<file path="src/logic/uart_ldr_pkg.sv">
package uart_ldr_pkg;

    // Data widths
    typedef logic [7:0]  byte_t;
    typedef logic [31:0] word_t;
    typedef logic [7:0]  addr_t;
    typedef logic [3:0]  be_t;

    localparam int MEM_WORDS  = 256;
    localparam int BAUD_DIV   = 8;     // Clock cycles per serial bit
    localparam int RX_CREDITS = 2;
    localparam int TX_CREDITS = 4;

    // Counter and pointer widths derived from the depths above
    typedef logic [$clog2(BAUD_DIV)-1:0]     baud_t;
    typedef logic [$clog2(RX_CREDITS+1)-1:0] rx_cnt_t;
    typedef logic [$clog2(TX_CREDITS+1)-1:0] tx_cnt_t;
    typedef logic [$clog2(RX_CREDITS)-1:0]   rx_ptr_t;
    typedef logic [$clog2(TX_CREDITS)-1:0]   tx_ptr_t;

    // Host command opcodes
    localparam byte_t CMD_WRITE = 8'h57;
    localparam byte_t CMD_READ  = 8'h52;
    localparam byte_t CMD_GO    = 8'h47;
    localparam byte_t CMD_HALT  = 8'h48;

    localparam byte_t RSP_ACK = 8'h06;
    localparam byte_t RSP_NAK = 8'h15;

    // Memory bus between a master, the arbiter and the RAM
    typedef struct packed {
        logic  valid;
        logic  write;
        addr_t addr;
        word_t wdata;
        be_t   be;
    } mem_req_t;

    typedef struct packed {
        logic  gnt;
        logic  rvalid;   // One cycle after a read grant
        word_t rdata;
    } mem_rsp_t;

endpackage
</file>
<file path="src/logic/ram_cmd.sv">
`timescale 1ns/1ps

module ram_cmd (
    input  logic                   clk_i,
    input  logic                   rst_i,
    input  uart_ldr_pkg::byte_t    rx_byte_i,
    input  logic                   rx_push_i,
    output logic                   rx_credit_o,
    output uart_ldr_pkg::byte_t    tx_byte_o,
    output logic                   tx_push_o,
    input  logic                   tx_credit_i,
    output uart_ldr_pkg::mem_req_t mem_req_o,
    input  uart_ldr_pkg::mem_rsp_t mem_rsp_i,
    output logic                   cpu_run_o
);

    import uart_ldr_pkg::*;

    typedef enum logic [2:0] {ST_IDLE, ST_ADDR, ST_DATA, ST_MEM, ST_REPLY} cmd_state_t;

    cmd_state_t state;

    // Landing slots for the bytes the receiver holds credits for
    byte_t      in_mem [RX_CREDITS];
    rx_ptr_t    in_wr;
    rx_ptr_t    in_rd;
    rx_cnt_t    in_cnt;
    byte_t      in_byte;
    logic       take;

    tx_cnt_t    tx_credits;
    logic       op_write;
    addr_t      cmd_addr;
    word_t      cmd_data;
    logic [1:0] byte_idx;
    logic       rd_wait;
    word_t      reply_buf;
    logic [2:0] reply_left;

    assign in_byte     = in_mem[in_rd];
    assign take        = in_cnt != '0 && (state == ST_IDLE || state == ST_ADDR || state == ST_DATA);
    assign rx_credit_o = take;

    assign tx_push_o = state == ST_REPLY && tx_credits != '0;
    assign tx_byte_o = reply_buf[7:0];

    always_comb begin
        mem_req_o.valid = state == ST_MEM && !rd_wait;
        mem_req_o.write = op_write;
        mem_req_o.addr  = cmd_addr;
        mem_req_o.wdata = cmd_data;
        mem_req_o.be    = '1;   // Host access is always a full word
    end

    // ~~~~~~~~~~~~~~~~~~~~~~~~~~~~~~~~~~~~~~~~~~~~~~~~~~~~~~~~~~~~
    // Input slots and transmit credits
    always_ff @(posedge clk_i) begin
        if (rst_i) begin
            in_wr      <= '0;
            in_rd      <= '0;
            in_cnt     <= '0;
            tx_credits <= tx_cnt_t'(TX_CREDITS);
        end else begin
            if (rx_push_i) in_wr <= in_wr + rx_ptr_t'(1);
            if (take) in_rd <= in_rd + rx_ptr_t'(1);
            in_cnt     <= in_cnt + rx_cnt_t'(rx_push_i) - rx_cnt_t'(take);
            tx_credits <= tx_credits + tx_cnt_t'(tx_credit_i) - tx_cnt_t'(tx_push_o);
        end
    end

    // ~~~~~~~~~~~~~~~~~~~~~~~~~~~~~~~~~~~~~~~~~~~~~~~~~~~~~~~~~~~~
    // Command FSM
    always_ff @(posedge clk_i) begin
        if (rst_i) begin
            state      <= ST_IDLE;
            byte_idx   <= '0;
            rd_wait    <= 1'b0;
            reply_left <= '0;
            cpu_run_o  <= 1'b0;
        end else begin
            case (state)
                ST_IDLE: if (take) begin
                    reply_left <= 3'd1;
                    case (in_byte)
                        CMD_WRITE, CMD_READ: state <= ST_ADDR;
                        CMD_GO: begin
                            cpu_run_o <= 1'b1;
                            state     <= ST_REPLY;
                        end
                        CMD_HALT: begin
                            cpu_run_o <= 1'b0;
                            state     <= ST_REPLY;
                        end
                        default: state <= ST_REPLY;   // Unknown opcode gets a NAK
                    endcase
                end
                ST_ADDR: if (take) begin
                    byte_idx <= '0;
                    state    <= op_write ? ST_DATA : ST_MEM;
                end
                ST_DATA: if (take) begin
                    byte_idx <= byte_idx + 2'd1;
                    if (byte_idx == 2'd3) state <= ST_MEM;
                end
                ST_MEM: begin
                    if (rd_wait) begin
                        if (mem_rsp_i.rvalid) begin
                            rd_wait    <= 1'b0;
                            reply_left <= 3'd4;
                            state      <= ST_REPLY;
                        end
                    end else if (mem_rsp_i.gnt) begin
                        if (op_write) begin
                            reply_left <= 3'd1;
                            state      <= ST_REPLY;
                        end else begin
                            rd_wait <= 1'b1;
                        end
                    end
                end
                ST_REPLY: if (tx_push_o) begin
                    reply_left <= reply_left - 3'd1;
                    if (reply_left == 3'd1) state <= ST_IDLE;
                end
                default: state <= ST_IDLE;
            endcase
        end
    end

    always_ff @(posedge clk_i) begin
        if (rx_push_i) in_mem[in_wr] <= rx_byte_i;
        if (take) begin
            case (state)
                ST_IDLE: begin
                    op_write  <= in_byte == CMD_WRITE;
                    reply_buf <= {24'd0, (in_byte == CMD_GO || in_byte == CMD_HALT) ?
                                         RSP_ACK : RSP_NAK};
                end
                ST_ADDR: cmd_addr <= in_byte;
                ST_DATA: cmd_data <= {in_byte, cmd_data[31:8]};   // Data arrives LSB first
                default: ;
            endcase
        end
        if (state == ST_MEM && mem_rsp_i.gnt && op_write) reply_buf <= {24'd0, RSP_ACK};
        if (rd_wait && mem_rsp_i.rvalid) reply_buf <= mem_rsp_i.rdata;
        if (tx_push_o) reply_buf <= {8'd0, reply_buf[31:8]};
    end

endmodule

</file>
<file path="config.mk">
export PLATFORM = sky130hd
export DESIGN_NAME = ram_cmd
export DESIGN_NICKNAME = d
export VERILOG_FILES = /design/src/logic/uart_ldr_pkg.sv /design/src/logic/ram_cmd.sv
export SDC_FILE = /design/constraint.sdc
export NUM_CORES = 1
export LEC_CHECK = 0
export BUFFER_PORTS_ARGS = -buffer_cell sky130_fd_sc_hd__buf_2
export CORE_ASPECT_RATIO = 1.1
export CORE_MARGIN = 1.5
export CORE_UTILIZATION = 53
export CTS_CLUSTER_DIAMETER = 30
export CTS_CLUSTER_SIZE = 40
export DETAILED_ROUTE_END_ITERATION = 8
export PLACE_DENSITY = 0.89
export SYNTH_ARGS = -nofsm -noshare
export SYNTH_HDL_FRONTEND = slang
export SYNTH_SLANG_ARGS = --single-unit
</file>
<file path="constraint.sdc">
create_clock -name clk_i -period 2.8 [get_ports clk_i]
set_input_delay 0.14 -clock clk_i [delete_from_list [all_inputs] [get_ports clk_i]]
set_output_delay 0.14 -clock clk_i [all_outputs]
set_load 0.03 [all_outputs]
</file>
==> summary.txt, run 1 <==
Status
  • Status: completed

Finish
  • Total Nets Final: between 500 and 600
  • Area Overhead vs Synth: 18.4%
  • Storage cell area: just under 3000 sq um
  • Area used by multi-input combinational logic: roughly 1300 sq um
  • Cell area after layout: 5270 sq um
  • Antenna diode count: 0
  • Layout cell share with drive strength beyond 1: between 20% and 30%
  • Number of fillers in the final layout: roughly 600

STA
  • Highest achievable clock rate: between 400 and 500 MHz
  • Worst slew margin: 48.4%
  • Fraction of the cycle the final worst path needs: 84.1%
  • Maximum clock skew at final layout: around 0.018 ns
  • Setup total negative slack: 0 ns
  • Worst hold slack across all endpoints: roughly 0.053 ns
  • Actual transition at the worst max-transition pin: 0.771 ns
  • Unrepaired setup endpoints after global routing: false
  • Final WS setup: 0.446 ns
  • Final-report max-slew violation count: 0
  • Total setup violations reported at the end of the flow: 0
  • Final worst path period need: ~2.4 ns
  • Final Hold Fails: 0

Placed design
  • Worst setup timing slack at the placement stage: roughly 0.44 ns
  • Last weighted congestion value of the routability-driven placer: about 0.84
  • Placed cell areas: between 4000 and 5000 sq um
  • IO buf count: just under 100
  • DPL Wire Length: between 5000 and 6000 um

Run
  • Reported max-cap violation count: 0

Worst setup path
  • Critical path destination: tx_credits[2]
  • Crit path max-delay family: adder cells
  • Number of stages on the worst setup path: 10
  • Data required, critical path: between 3 and 4 ns
  • Crit-path max cell delay: roughly 0.44 ns
  • Number of cells traversed by the worst register-to-register path: 10
  • Kind of launch point of the worst setup path: flip-flop
  • Combined buffer and inverter count along the critical path: 2
  • Sequence of cells on the critical path: or3_1 > nand3_1 > inv_2 > ha_1 > inv_1 > ha_1 > fa_1 > xnor2_1 > xnor2_1 > nand2b_1
  • Max stage delay cell, worst path: sky130_fd_sc_hd__or3_1
  • Source of the worst register-to-register timing path: tx_credits[2]
  • Crit path launch: tx_credits[2]
  • Type of the worst setup path: reg2reg
  • Setup slack, reg-to-reg: around 0.45 ns
  • WP data arrival: 2.62 ns
  • Worst-path fanout max: 3
  • Worst R2R End: tx_credits[2]
  • Endpoint kind of the worst setup timing path: flip-flop

Global routing
  • Largest net degree at the start of global routing: 33
  • Leftover overflow at the end of global routing: 0
  • Tot GR Track Use: 19.4%
  • First-pass GRT wire length: 13500 um
  • Via count of the first global-routing pass: roughly 2900
  • Number of antenna violations at the first check in global routing: 0

Clocking
  • Post-CTS setup buffers: 0
  • Clock root cell: sky130_fd_sc_hd__clkbuf_8
  • Clock latency reported for the late side of the worst-skew pair: roughly 0.37 ns
  • CTS HTree Levels: 3
  • Number of clock sinks: 107
  • Clock transition at the register clock pins on the worst setup and hold paths after CTS: around 0.1 ns
  • CTS Buf Count: 9
  • Number of hold buffers added after CTS: 16
  • Number of gates given a new drive strength after cts: 0
  • Max Root-Sink Buffers: 2
  • CTS tree: done

Die
  • Initial Utilization: 55.4%
  • X dimension of the die: roughly 90 um
  • Y dimension of the die: 99.1 um
  • Top-level I/O count: slightly above 100
  • Die footprint: ~9000 sq um
  • Area of the core region: approximately 8000 sq um
  • Number of cell rows: 34

Logic synthesis
  • Post-synth design cell area: ~4500 sq um
  • Cells after Synth: 353
  • Most used standard cells in the synthesized netlist: 81 x sky130_fd_sc_hd__edfxtp_1, 51 x sky130_fd_sc_hd__nand2_1, 26 x sky130_fd_sc_hd__dfxtp_1
  • Number of enable-type register cells in the synthesized netlist: 81
  • Sequential cell area fraction in the yosys report: about two thirds
  • Leading cell type by number of instances after synthesis: sky130_fd_sc_hd__edfxtp_1
  • Synthesized flop and latch total: 107
  • Share of synthesized registers carrying an async set or reset: 0%
  • Dominant cells by area after synthesis: sky130_fd_sc_hd__edfxtp_1 55%, sky130_fd_sc_hd__dfxtp_1 12%, sky130_fd_sc_hd__nand2_1 4.3%
  • Average footprint of a synthesized cell: 12.6 sq um
  • Warnings, synthesis: 0
  • Cell type with the highest aggregate area in the netlist: sky130_fd_sc_hd__edfxtp_1
  • Most common flop cell mapped by yosys: sky130_fd_sc_hd__edfxtp_1
  • Post-synth top area share: 54.7%
  • Synth cell types: 59

Hold path
  • Class of the tightest hold or removal check: in2reg

Power and ir drop
  • Worst supply voltage drop on vdd: between 400 and 500 uV
  • Total power draw: about 4200 uW
  • Leak pwr: roughly 0.0021 uW
  • Power per cell area: between 700 and 800 nW/um^2

Detailed routing
  • Drt total wl: approximately 8400 um
  • Starting DRC count in detailed routing: 111
  • Antenna-violating nets left: 0
  • DR WL/cell: ~15 um
  • Total via count after detailed routing: between 2000 and 3000
  • DRT Pass-1 Iters: 4
  • DRC violation count after routing: 0
  • Vias per std cell: roughly 5.2
report_power, final:
group | internal, uW | switching (uW) | total, uW
combinational | 400 | 739 | 1140
clock | 334 | 535 | 869
sequential | 2040 | 128 | 2170
total | 2770 | 1400 | 4180
how the worst min path moves through the flow:
stage,startpoint,cells past startpoint,to,slack [ns]
3_5_place_dp,rx_byte_i[2],1,in_mem[0][2],0.33
3_3_place_gp,rx_byte_i[6],1,in_mem[1][6],0.33
6_report,rx_push_i,3,in_wr,0.05
4_1_cts,mem_rsp_i[19],3,reply_buf[19],0.03
2_1_floorplan,rx_byte_i[0],0,in_mem[0][0],0.24
5_1_grt,mem_rsp_i[11],3,reply_buf[11],0.06
sequential cells by signal, summed over array words and instances (netlist names), 2 cells and up, named ones only:
register	flops
in_cnt	2
in_mem	16
reply_buf	32
byte_idx	2
cmd_data	32
state	3
tx_credits	3
cmd_addr	8
reply_left	3
layout make-up:
cell class              instances  area share [%]
flip-flops and latches        107            56.0
multi-input cells             202            23.9
repair buffers                118            12.9
well taps                     108            2.56
clock buffers                  10            2.42
inverters                      18            1.28
clock inverters                 6           0.878
cell usage in the layout, fill, tap and decap left out, types with 6 or more instances in the layout:
master / netlist / routed
sky130_fd_sc_hd__nand2_1: 51 / 51
sky130_fd_sc_hd__dlygate4sd3_1: 0 / 16
sky130_fd_sc_hd__clkbuf_8: 0 / 9
sky130_fd_sc_hd__nor2_1: 24 / 23
sky130_fd_sc_hd__edfxtp_1: 81 / 81
sky130_fd_sc_hd__inv_1: 15 / 15
sky130_fd_sc_hd__a22o_1: 9 / 9
sky130_fd_sc_hd__dfxtp_1: 26 / 26
sky130_fd_sc_hd__buf_2: 4 / 98
sky130_fd_sc_hd__mux2_2: 6 / 6
sky130_fd_sc_hd__nand3_1: 21 / 21
sky130_fd_sc_hd__nor3_1: 6 / 6
sky130_fd_sc_hd__a21oi_1: 8 / 8
sky130_fd_sc_hd__ha_1: 7 / 7
cell families (layout without fill, tap and decap cells):
group	after synthesis	count (layout)	share of synthesized area (%)
AO/OA/AOI/OAI	46	46	8.21
XOR/XNOR	7	7	1.38
adder cells (fa/ha/maj)	8	8	2.42
buffers and inverters	47	152	5.62
flip-flops	107	107	66.3
multiplexers	10	10	2.42
other	1	4	0.0843
AND/OR/NAND/NOR	127	127	13.5
layer usage:
layer  GRT usage (%)  routed length, um
met1            24.4               3650
met2            31.9               4100
met3            3.36                330
met4            11.2                278
met5               0                  0
worst reg2reg max path, stage by stage (launching register included):
cell and delay (ns):
sky130_fd_sc_hd__dfxtp_1 0.33, sky130_fd_sc_hd__or3_1 0.44, sky130_fd_sc_hd__nand3_1 0.15, sky130_fd_sc_hd__inv_2 0.05, sky130_fd_sc_hd__ha_1 0.27, sky130_fd_sc_hd__inv_1 0.04
sky130_fd_sc_hd__ha_1 0.18, sky130_fd_sc_hd__fa_1 0.38, sky130_fd_sc_hd__xnor2_1 0.20, sky130_fd_sc_hd__xnor2_1 0.14, sky130_fd_sc_hd__nand2b_1 0.07
per-stage QoR:
stage                     utilization (%)  cells
after floorplan                         -    356
after global placement               61.4    537
after detailed placement             61.4    537
after CTS                            65.6    569
after global routing                 65.6    569
final                                65.6    569
No activity file was read; power rests on OpenSTA's default activity.
==> run 2, diff against run 1 <==
==> constraint.sdc (replaced) <==
create_clock -name clk_i -period 2.3 [get_ports clk_i]
set_input_delay 0.115 -clock clk_i [delete_from_list [all_inputs] [get_ports clk_i]]
set_output_delay 0.115 -clock clk_i [all_outputs]
set_load 0.03 [all_outputs]
==> summary.txt, run 2 (synthesis results as in run 1) <==
Worst setup path
  • Critical Path Most Common Cell: sky130_fd_sc_hd__ha_4
  • Setup slack, reg-to-reg: 0.07 ns (-0.38 ns)
  • Kind of launch point of the worst setup path: flip-flop
  • Sequence of cells on the critical path: or3_4 > nand3_4 > inv_4 > ha_4 > inv_2 > ha_4 > fa_2 > xnor2_2 > xnor2_1 > nand2b_1
  • Max stage delay cell, worst path: sky130_fd_sc_hd__or3_4
  • Crit-path max cell delay: 0.41 ns (-0.03 ns)
  • Endpoint kind of the worst setup timing path: flip-flop
  • Source of the worst register-to-register timing path: tx_credits[1]
  • Worst R2R End: tx_credits[2]
  • Number of cells traversed by the worst register-to-register path: 10 (unchanged)
  • Type of the worst setup path: reg2reg
  • WP data arrival: 2.49 ns (-0.13 ns)
  • Worst-path fanout max: 3 (unchanged)
  • Data required, critical path: 2.56 ns (-0.50 ns)

Global routing
  • Largest net degree at the start of global routing: 33 (unchanged)
  • First-pass GRT wire length: 13900 um (+2.7%)
  • Number of antenna violations at the first check in global routing: 0 (unchanged)
  • Via count of the first global-routing pass: 2958 (+2.2%)
  • Tot GR Track Use: 20.1% (+0.70 points)
  • Leftover overflow at the end of global routing: 0 (unchanged)

Clocking
  • CTS HTree Levels: 3 (unchanged)
  • Clock transition at the register clock pins on the worst setup and hold paths after CTS: 0.10 ns (about the same)
  • Clock root cell: sky130_fd_sc_hd__clkbuf_8
  • CTS tree: done
  • Max Root-Sink Buffers: 2 (unchanged)
  • CTS Buf Count: 9 (unchanged)
  • Clock latency reported for the late side of the worst-skew pair: 0.37 ns (about the same)
  • Number of clock sinks: 107 (unchanged)

Finish
  • Most frequent standard cell in the layout excluding fill and tap cells: sky130_fd_sc_hd__buf_2
  • Total Nets Final: 518 (+1.6%)
  • Non-filler cells, final: 577 (+1.4%)
  • Commonest non-fill, non-tap cells in the layout: 98 x sky130_fd_sc_hd__buf_2, 81 x sky130_fd_sc_hd__edfxtp_1, 51 x sky130_fd_sc_hd__nand2_1
  • Top Registers: cmd_data x32, reply_buf x32, in_mem x16
  • Antenna diode count: 0 (unchanged)
  • Area Overhead vs Synth: 21.2%
  • Layout cell share with drive strength beyond 1: 32.0% (+2.5 points)

Placed design
  • Last weighted congestion value of the routability-driven placer: 0.899 (+6.4%)
  • DPL Wire Length: 5850 um (+2.0%)
  • IO buf count: 98 (unchanged)
  • Worst setup timing slack at the placement stage: -0.0244 ns (-0.467 ns)
  • Number of cells in the design after placement: 543 (+1.1%)

Status
  • Status: completed

STA
  • Worst slew margin: 55.4% (+7.0 points)
  • Actual transition at the worst max-transition pin: 0.667 ns (-0.104 ns)
  • Highest achievable clock rate: 448 MHz (+5.5%)
  • Fraction of the cycle the final worst path needs: 97.0% (+13 points)
  • Maximum clock skew at final layout: 0.0106 ns (-0.00725 ns)
  • Worst hold slack across all endpoints: 0.0275 ns (-0.0250 ns)
  • Final-report max-slew violation count: 0 (unchanged)
  • Final Hold Fails: 0 (unchanged)
  • Final WS setup: 0.0688 ns (-0.377 ns)
  • Total setup violations reported at the end of the flow: 0 (unchanged)
  • Final worst path period need: 2.23 ns (-0.123 ns)
  • Unrepaired setup endpoints after global routing: false

Detailed routing
  • Total via count after detailed routing: 2988 (+0.067%)
  • DR WL/cell: 15.1 um (+2.6%)
  • DRT Pass-1 Iters: 4 (unchanged)
  • Vias per std cell: 5.18 (-1.3%)
  • Starting DRC count in detailed routing: 127 (+14%)
  • Drt total wl: 8700 um (+4.0%)
  • Antenna-violating nets left: 0 (unchanged)
  • DRC violation count after routing: 0 (unchanged)

Run
  • Reported max-cap violation count: 0 (unchanged)

Power and ir drop
  • Worst supply voltage drop on vdd: 448 uV (-2.1%)
  • Power per cell area: 966 nW/um^2 (+22%)
  • Total power draw: 5210 uW (+25%)
  • Leak pwr: 0.00219 uW (+2.3%)

Die
  • Initial Utilization: 55.4% (unchanged)
  • Die footprint: 8960 sq um (unchanged)
  • Area of the core region: 8040 sq um (unchanged)
  • Y dimension of the die: 99.1 um (unchanged)
  • Number of cell rows: 34 (unchanged)
  • Top-level I/O count: 103 (unchanged)
  • X dimension of the die: 90.4 um (unchanged)

Hold path
  • Worst hold start: mem_rsp_i[13]
  • Class of the tightest hold or removal check: in2reg
  • Hold EP: reply_buf[13]
  • Number of cells on the worst hold path: 3 (unchanged)
==> run 2: cell type report <==
cell class / instances / area (sq um)
clock buffers: 10 / 128
clock inverters: 6 / 45.0
fillers: 563 / 2650
inverters: 18 / 70.1
multi-input cells: 202 / 1320
flip-flops and latches: 107 / 2960
well taps: 108 / 135
repair buffers: 126 / 741
==> run 2: worst max-delay path, delay by kind of cell (launching register included) <==
family / cells / cell delay (ns)
DFF: 1 / 0.35
xor gates and xnor gates: 2 / 0.35
and+or+nand+nor: 3 / 0.58
buffers and inverters: 2 / 0.08
adders and majority gates: 3 / 0.77
==> run 2: worst max path at each step <==
stage	depth (start not counted)	from	endpoint
after floorplan	11	tx_credits[2]	tx_credits[2]
after global placement	10	tx_credits[2]	tx_credits[2]
after detailed placement	10	tx_credits[1]	tx_credits[2]
after CTS	10	tx_credits[1]	tx_credits[2]
after global routing	10	tx_credits[1]	tx_credits[2]
final	10	tx_credits[1]	tx_credits[2]
==> run 2: repair_timing <==
item                                    in CTS  in global routing
endpoints found under the hold margin       24                  0
setup buffers                                0                  2
gates resized for setup                      3                  7
hold buffers                                16                  0
pin swaps                                    1                  5
gates cloned                                 0                  0
endpoints found under the setup margin       1                  1
==> run 2: per-layer routing <==
layer  vias up  GRT usage [%]  wire [um]
li1       1461              -          -
met5         -              0          0
met3        33           3.52        409
met1      1392           24.9       3660
met2       102           33.2       4280
met4         0           12.2        344
==> run 2: per-stage QoR <==
step                util (%)  instance area, sq um  TNS, ns
global placement        62.2                  5000        0
floorplan                  -                  4480   -0.118
detailed placement      62.2                  5000  -0.0244
CTS                     66.4                  5340        0
finish                  67.1                  5390        0
global route            67.1                  5390        0
==> run 2: where the power goes <==
part / switching, uW / internal, uW
Clock: 637 / 407
Sequential: 153 / 2490
Combinational: 961 / 568
==> run 3, diff against run 2 <==
--- a/config.mk
+++ b/config.mk
@@ -5,6 +5,7 @@
 export SDC_FILE = /design/constraint.sdc
 export NUM_CORES = 1
 export LEC_CHECK = 0
+export ABC_AREA = 1
 export BUFFER_PORTS_ARGS = -buffer_cell sky130_fd_sc_hd__buf_2
 export CORE_ASPECT_RATIO = 1.1
 export CORE_MARGIN = 1.5
==> summary.txt, run 3 <==
Logic synthesis
  • Warnings, synthesis: 0 (unchanged)
  • Number of enable-type register cells in the synthesized netlist: 81 (unchanged)
  • Synth cell types: 36 (-39%)
  • Sequential cell area fraction in the yosys report: 65.6% (-0.76 points)
  • Share of synthesized registers carrying an async set or reset: 0% (unchanged)
  • Most common flop cell mapped by yosys: sky130_fd_sc_hd__edfxtp_1
  • Cells after Synth: 419 (+19%)
  • Post-synth top area share: 54.0% (-0.62 points)
  • Dominant cells by area after synthesis: sky130_fd_sc_hd__edfxtp_1 54%, sky130_fd_sc_hd__dfxtp_1 12%, sky130_fd_sc_hd__nand2_1 7.3%
  • Most used standard cells in the synthesized netlist: 87 x sky130_fd_sc_hd__nand2_1, 81 x sky130_fd_sc_hd__edfxtp_1, 46 x sky130_fd_sc_hd__inv_1
  • Leading cell type by number of instances after synthesis: sky130_fd_sc_hd__nand2_1
  • Post-synth design cell area: 4500 sq um (+1.2%)
  • Synthesized flop and latch total: 107 (unchanged)
  • Cell type with the highest aggregate area in the netlist: sky130_fd_sc_hd__edfxtp_1
  • Average footprint of a synthesized cell: 10.7 sq um (-15%)

Finish
  • Most frequent standard cell in the layout excluding fill and tap cells: sky130_fd_sc_hd__buf_2
  • Storage cell area: 2950 sq um (-0.13%)
  • Area used by multi-input combinational logic: 1210 sq um (-8.1%)
  • Total Nets Final: 584 (+13%)
  • Commonest non-fill, non-tap cells in the layout: 98 x sky130_fd_sc_hd__buf_2, 87 x sky130_fd_sc_hd__nand2_1, 81 x sky130_fd_sc_hd__edfxtp_1
  • Layout cell share with drive strength beyond 1: 27.5% (-4.5 points)
  • Number of fillers in the final layout: 641 (+14%)
  • Non-filler cells, final: 646 (+12%)
  • Antenna diode count: 0 (unchanged)
  • Area Overhead vs Synth: 19.8%
  • Top Registers: cmd_data x32, reply_buf x32, in_mem x16

Worst setup path
  • Crit path max-delay family: adder cells
  • Max stage delay cell, worst path: sky130_fd_sc_hd__dfxtp_1
  • Endpoint kind of the worst setup timing path: flip-flop
  • WP data arrival: 2.43 ns (-0.06 ns)
  • Data required, critical path: 2.61 ns (+0.05 ns)
  • Worst-path fanout max: 7 (+4)
  • Sequence of cells on the critical path: nor2_2 > nand2_2 > inv_2 > nand2_2 > inv_2 > ha_1 > inv_1 > ha_1 > fa_1 > or2_2 > nand3_1
  • Type of the worst setup path: reg2reg
  • Combined buffer and inverter count along the critical path: 3 (+1)
  • Kind of launch point of the worst setup path: flip-flop
  • Crit-path max cell delay: 0.45 ns (+0.04 ns)

Power and ir drop
  • Worst supply voltage drop on vdd: 553 uV (+24%)
  • Power per cell area: 1110 nW/um^2 (+15%)
  • Leak pwr: 0.00233 uW (+6.1%)

Global routing
  • Number of antenna violations at the first check in global routing: 0 (unchanged)
  • First-pass GRT wire length: 13700 um (-1.3%)
  • Leftover overflow at the end of global routing: 0 (unchanged)
  • Via count of the first global-routing pass: 3085 (+4.3%)
  • Largest net degree at the start of global routing: 41 (+24%)
  • Tot GR Track Use: 19.4% (-0.65 points)

STA
  • Maximum clock skew at final layout: 0.0165 ns (+0.00595 ns)
  • Actual transition at the worst max-transition pin: 0.783 ns (+0.116 ns)
  • Final worst path period need: 2.12 ns (-0.109 ns)
  • Highest achievable clock rate: 471 MHz (+5.1%)
  • Fraction of the cycle the final worst path needs: 92.3% (-4.7 points)
  • Total setup violations reported at the end of the flow: 0 (unchanged)
  • Final-report max-slew violation count: 0 (unchanged)
  • Unrepaired setup endpoints after global routing: false
  • Setup total negative slack: 0 ns (unchanged)
  • Worst slew margin: 47.7% (-7.7 points)
  • Final Hold Fails: 0 (unchanged)

Clocking
  • Clock latency reported for the late side of the worst-skew pair: 0.38 ns (about the same)
  • Max Root-Sink Buffers: 2 (unchanged)
  • CTS tree: done
  • Number of hold buffers added after CTS: 16 (unchanged)
  • Clock transition at the register clock pins on the worst setup and hold paths after CTS: 0.11 ns (about the same)
  • CTS Buf Count: 9 (unchanged)
  • CTS HTree Levels: 3 (unchanged)
  • Post-CTS setup buffers: 0 (unchanged)
  • Number of clock sinks: 107 (unchanged)
  • Number of gates given a new drive strength after cts: 0 (-3)
  • Clock root cell: sky130_fd_sc_hd__clkbuf_8

Hold path
  • Class of the tightest hold or removal check: in2reg

Status
  • Status: completed

Detailed routing
  • DRC violation count after routing: 0 (unchanged)
  • Starting DRC count in detailed routing: 188 (+48%)
  • Drt total wl: 8590 um (-1.2%)
  • DR WL/cell: 13.3 um (-12%)
  • DRT Pass-1 Iters: 4 (unchanged)
  • Vias per std cell: 4.98 (-3.7%)
  • Total via count after detailed routing: 3220 (+7.8%)
  • Antenna-violating nets left: 0 (unchanged)

Placed design
  • Number of cells in the design after placement: 614 (+13%)
  • DPL Wire Length: 5790 um (-0.97%)
  • Last weighted congestion value of the routability-driven placer: 0.818 (-9.0%)
  • IO buf count: 98 (unchanged)

Die
  • Area of the core region: 8320 sq um (+3.5%)
  • Number of cell rows: 35 (+2.9%)
  • Y dimension of the die: 99.7 um (+0.55%)
  • Initial Utilization: 54.1% (-1.2 points)
  • Top-level I/O count: 103 (unchanged)
  • X dimension of the die: 90.9 um (+0.56%)
  • Die footprint: 9060 sq um (+1.1%)

Run
  • Reported max-cap violation count: 0 (unchanged)
[run 3: cell types whose count changed in the layout (fill, tap and decap cells not counted), moves of 6 or more]
cell	previous run	this run
sky130_fd_sc_hd__a22o_1	9	0
sky130_fd_sc_hd__buf_4	12	6
sky130_fd_sc_hd__inv_1	14	46
sky130_fd_sc_hd__mux2_2	6	0
sky130_fd_sc_hd__nand2_1	51	87
sky130_fd_sc_hd__nand2_2	0	6
sky130_fd_sc_hd__nand3_1	20	36
sky130_fd_sc_hd__nor2_1	23	32
sky130_fd_sc_hd__o21ai_0	2	22
[run 3: tightest hold or removal path, delay by kind of cell]
| kind | cells | cell delay, ns |
|---|---|---|
| simple gates | 2 | 0.11 |
| buf+inv | 1 | 0.08 |
[run 3: area by class of cell]
class / instances / share of cell area (%)
multi-input combinational: 240 / 22.5
sequential: 107 / 54.8
inverter: 52 / 3.62
clock inverter: 7 / 1.37
tap: 111 / 2.58
clock buffer: 9 / 2.30
timing repair buffer: 120 / 12.9
[run 3: routing by layer]
metal	routed length [um]	GRT usage, %
met3	478	4.20
met1	3330	22.0
met2	4520	34.9
met5	0	0
met4	257	9.50
[run 3: cell families (layout without fill, tap and decap cells)]
family | Yosys count | count (layout) | share of synthesized area (%)
compound gates | 45 | 45 | 5.61
xor+xnor | 3 | 3 | 0.584
fa+ha+maj | 8 | 8 | 2.39
buf+inv | 75 | 188 | 7.89
flops | 107 | 107 | 65.6
other cells | 1 | 4 | 0.0833
simple gates | 180 | 180 | 17.8
[run 3: final timing paths]
check,end,slack (ns),cells past startpoint,startpoint
max,tx_credits[2],0.18,11,state[0]
min,reply_buf[5],0.03,3,mem_rsp_i[5]
max reg2reg,tx_credits[2],0.18,11,state[0]
min reg2reg,cmd_data[22],0.44,0,cmd_data[30]
[run 3: per-stage QoR]
stage               area (sq um)  setup slack [ns]  util, %  hold slack [ns]  power [uW]
global placement            5030             0.303     60.5            0.305        4770
finish                      5390             0.178     64.8           0.0268        6000
floorplan                   4520            0.0569        -            0.214        4480
CTS                         5390             0.176     64.8           0.0109        6020
detailed placement          5030             0.204     60.5            0.308        4890
global route                5390            0.0415     64.8           0.0222        6370
[run 3: report_power, final]
| part | internal, uW | switching [uW] |
|---|---|---|
| combinational | 597 | 1460 |
| sequential | 2640 | 181 |
| clock | 430 | 693 |
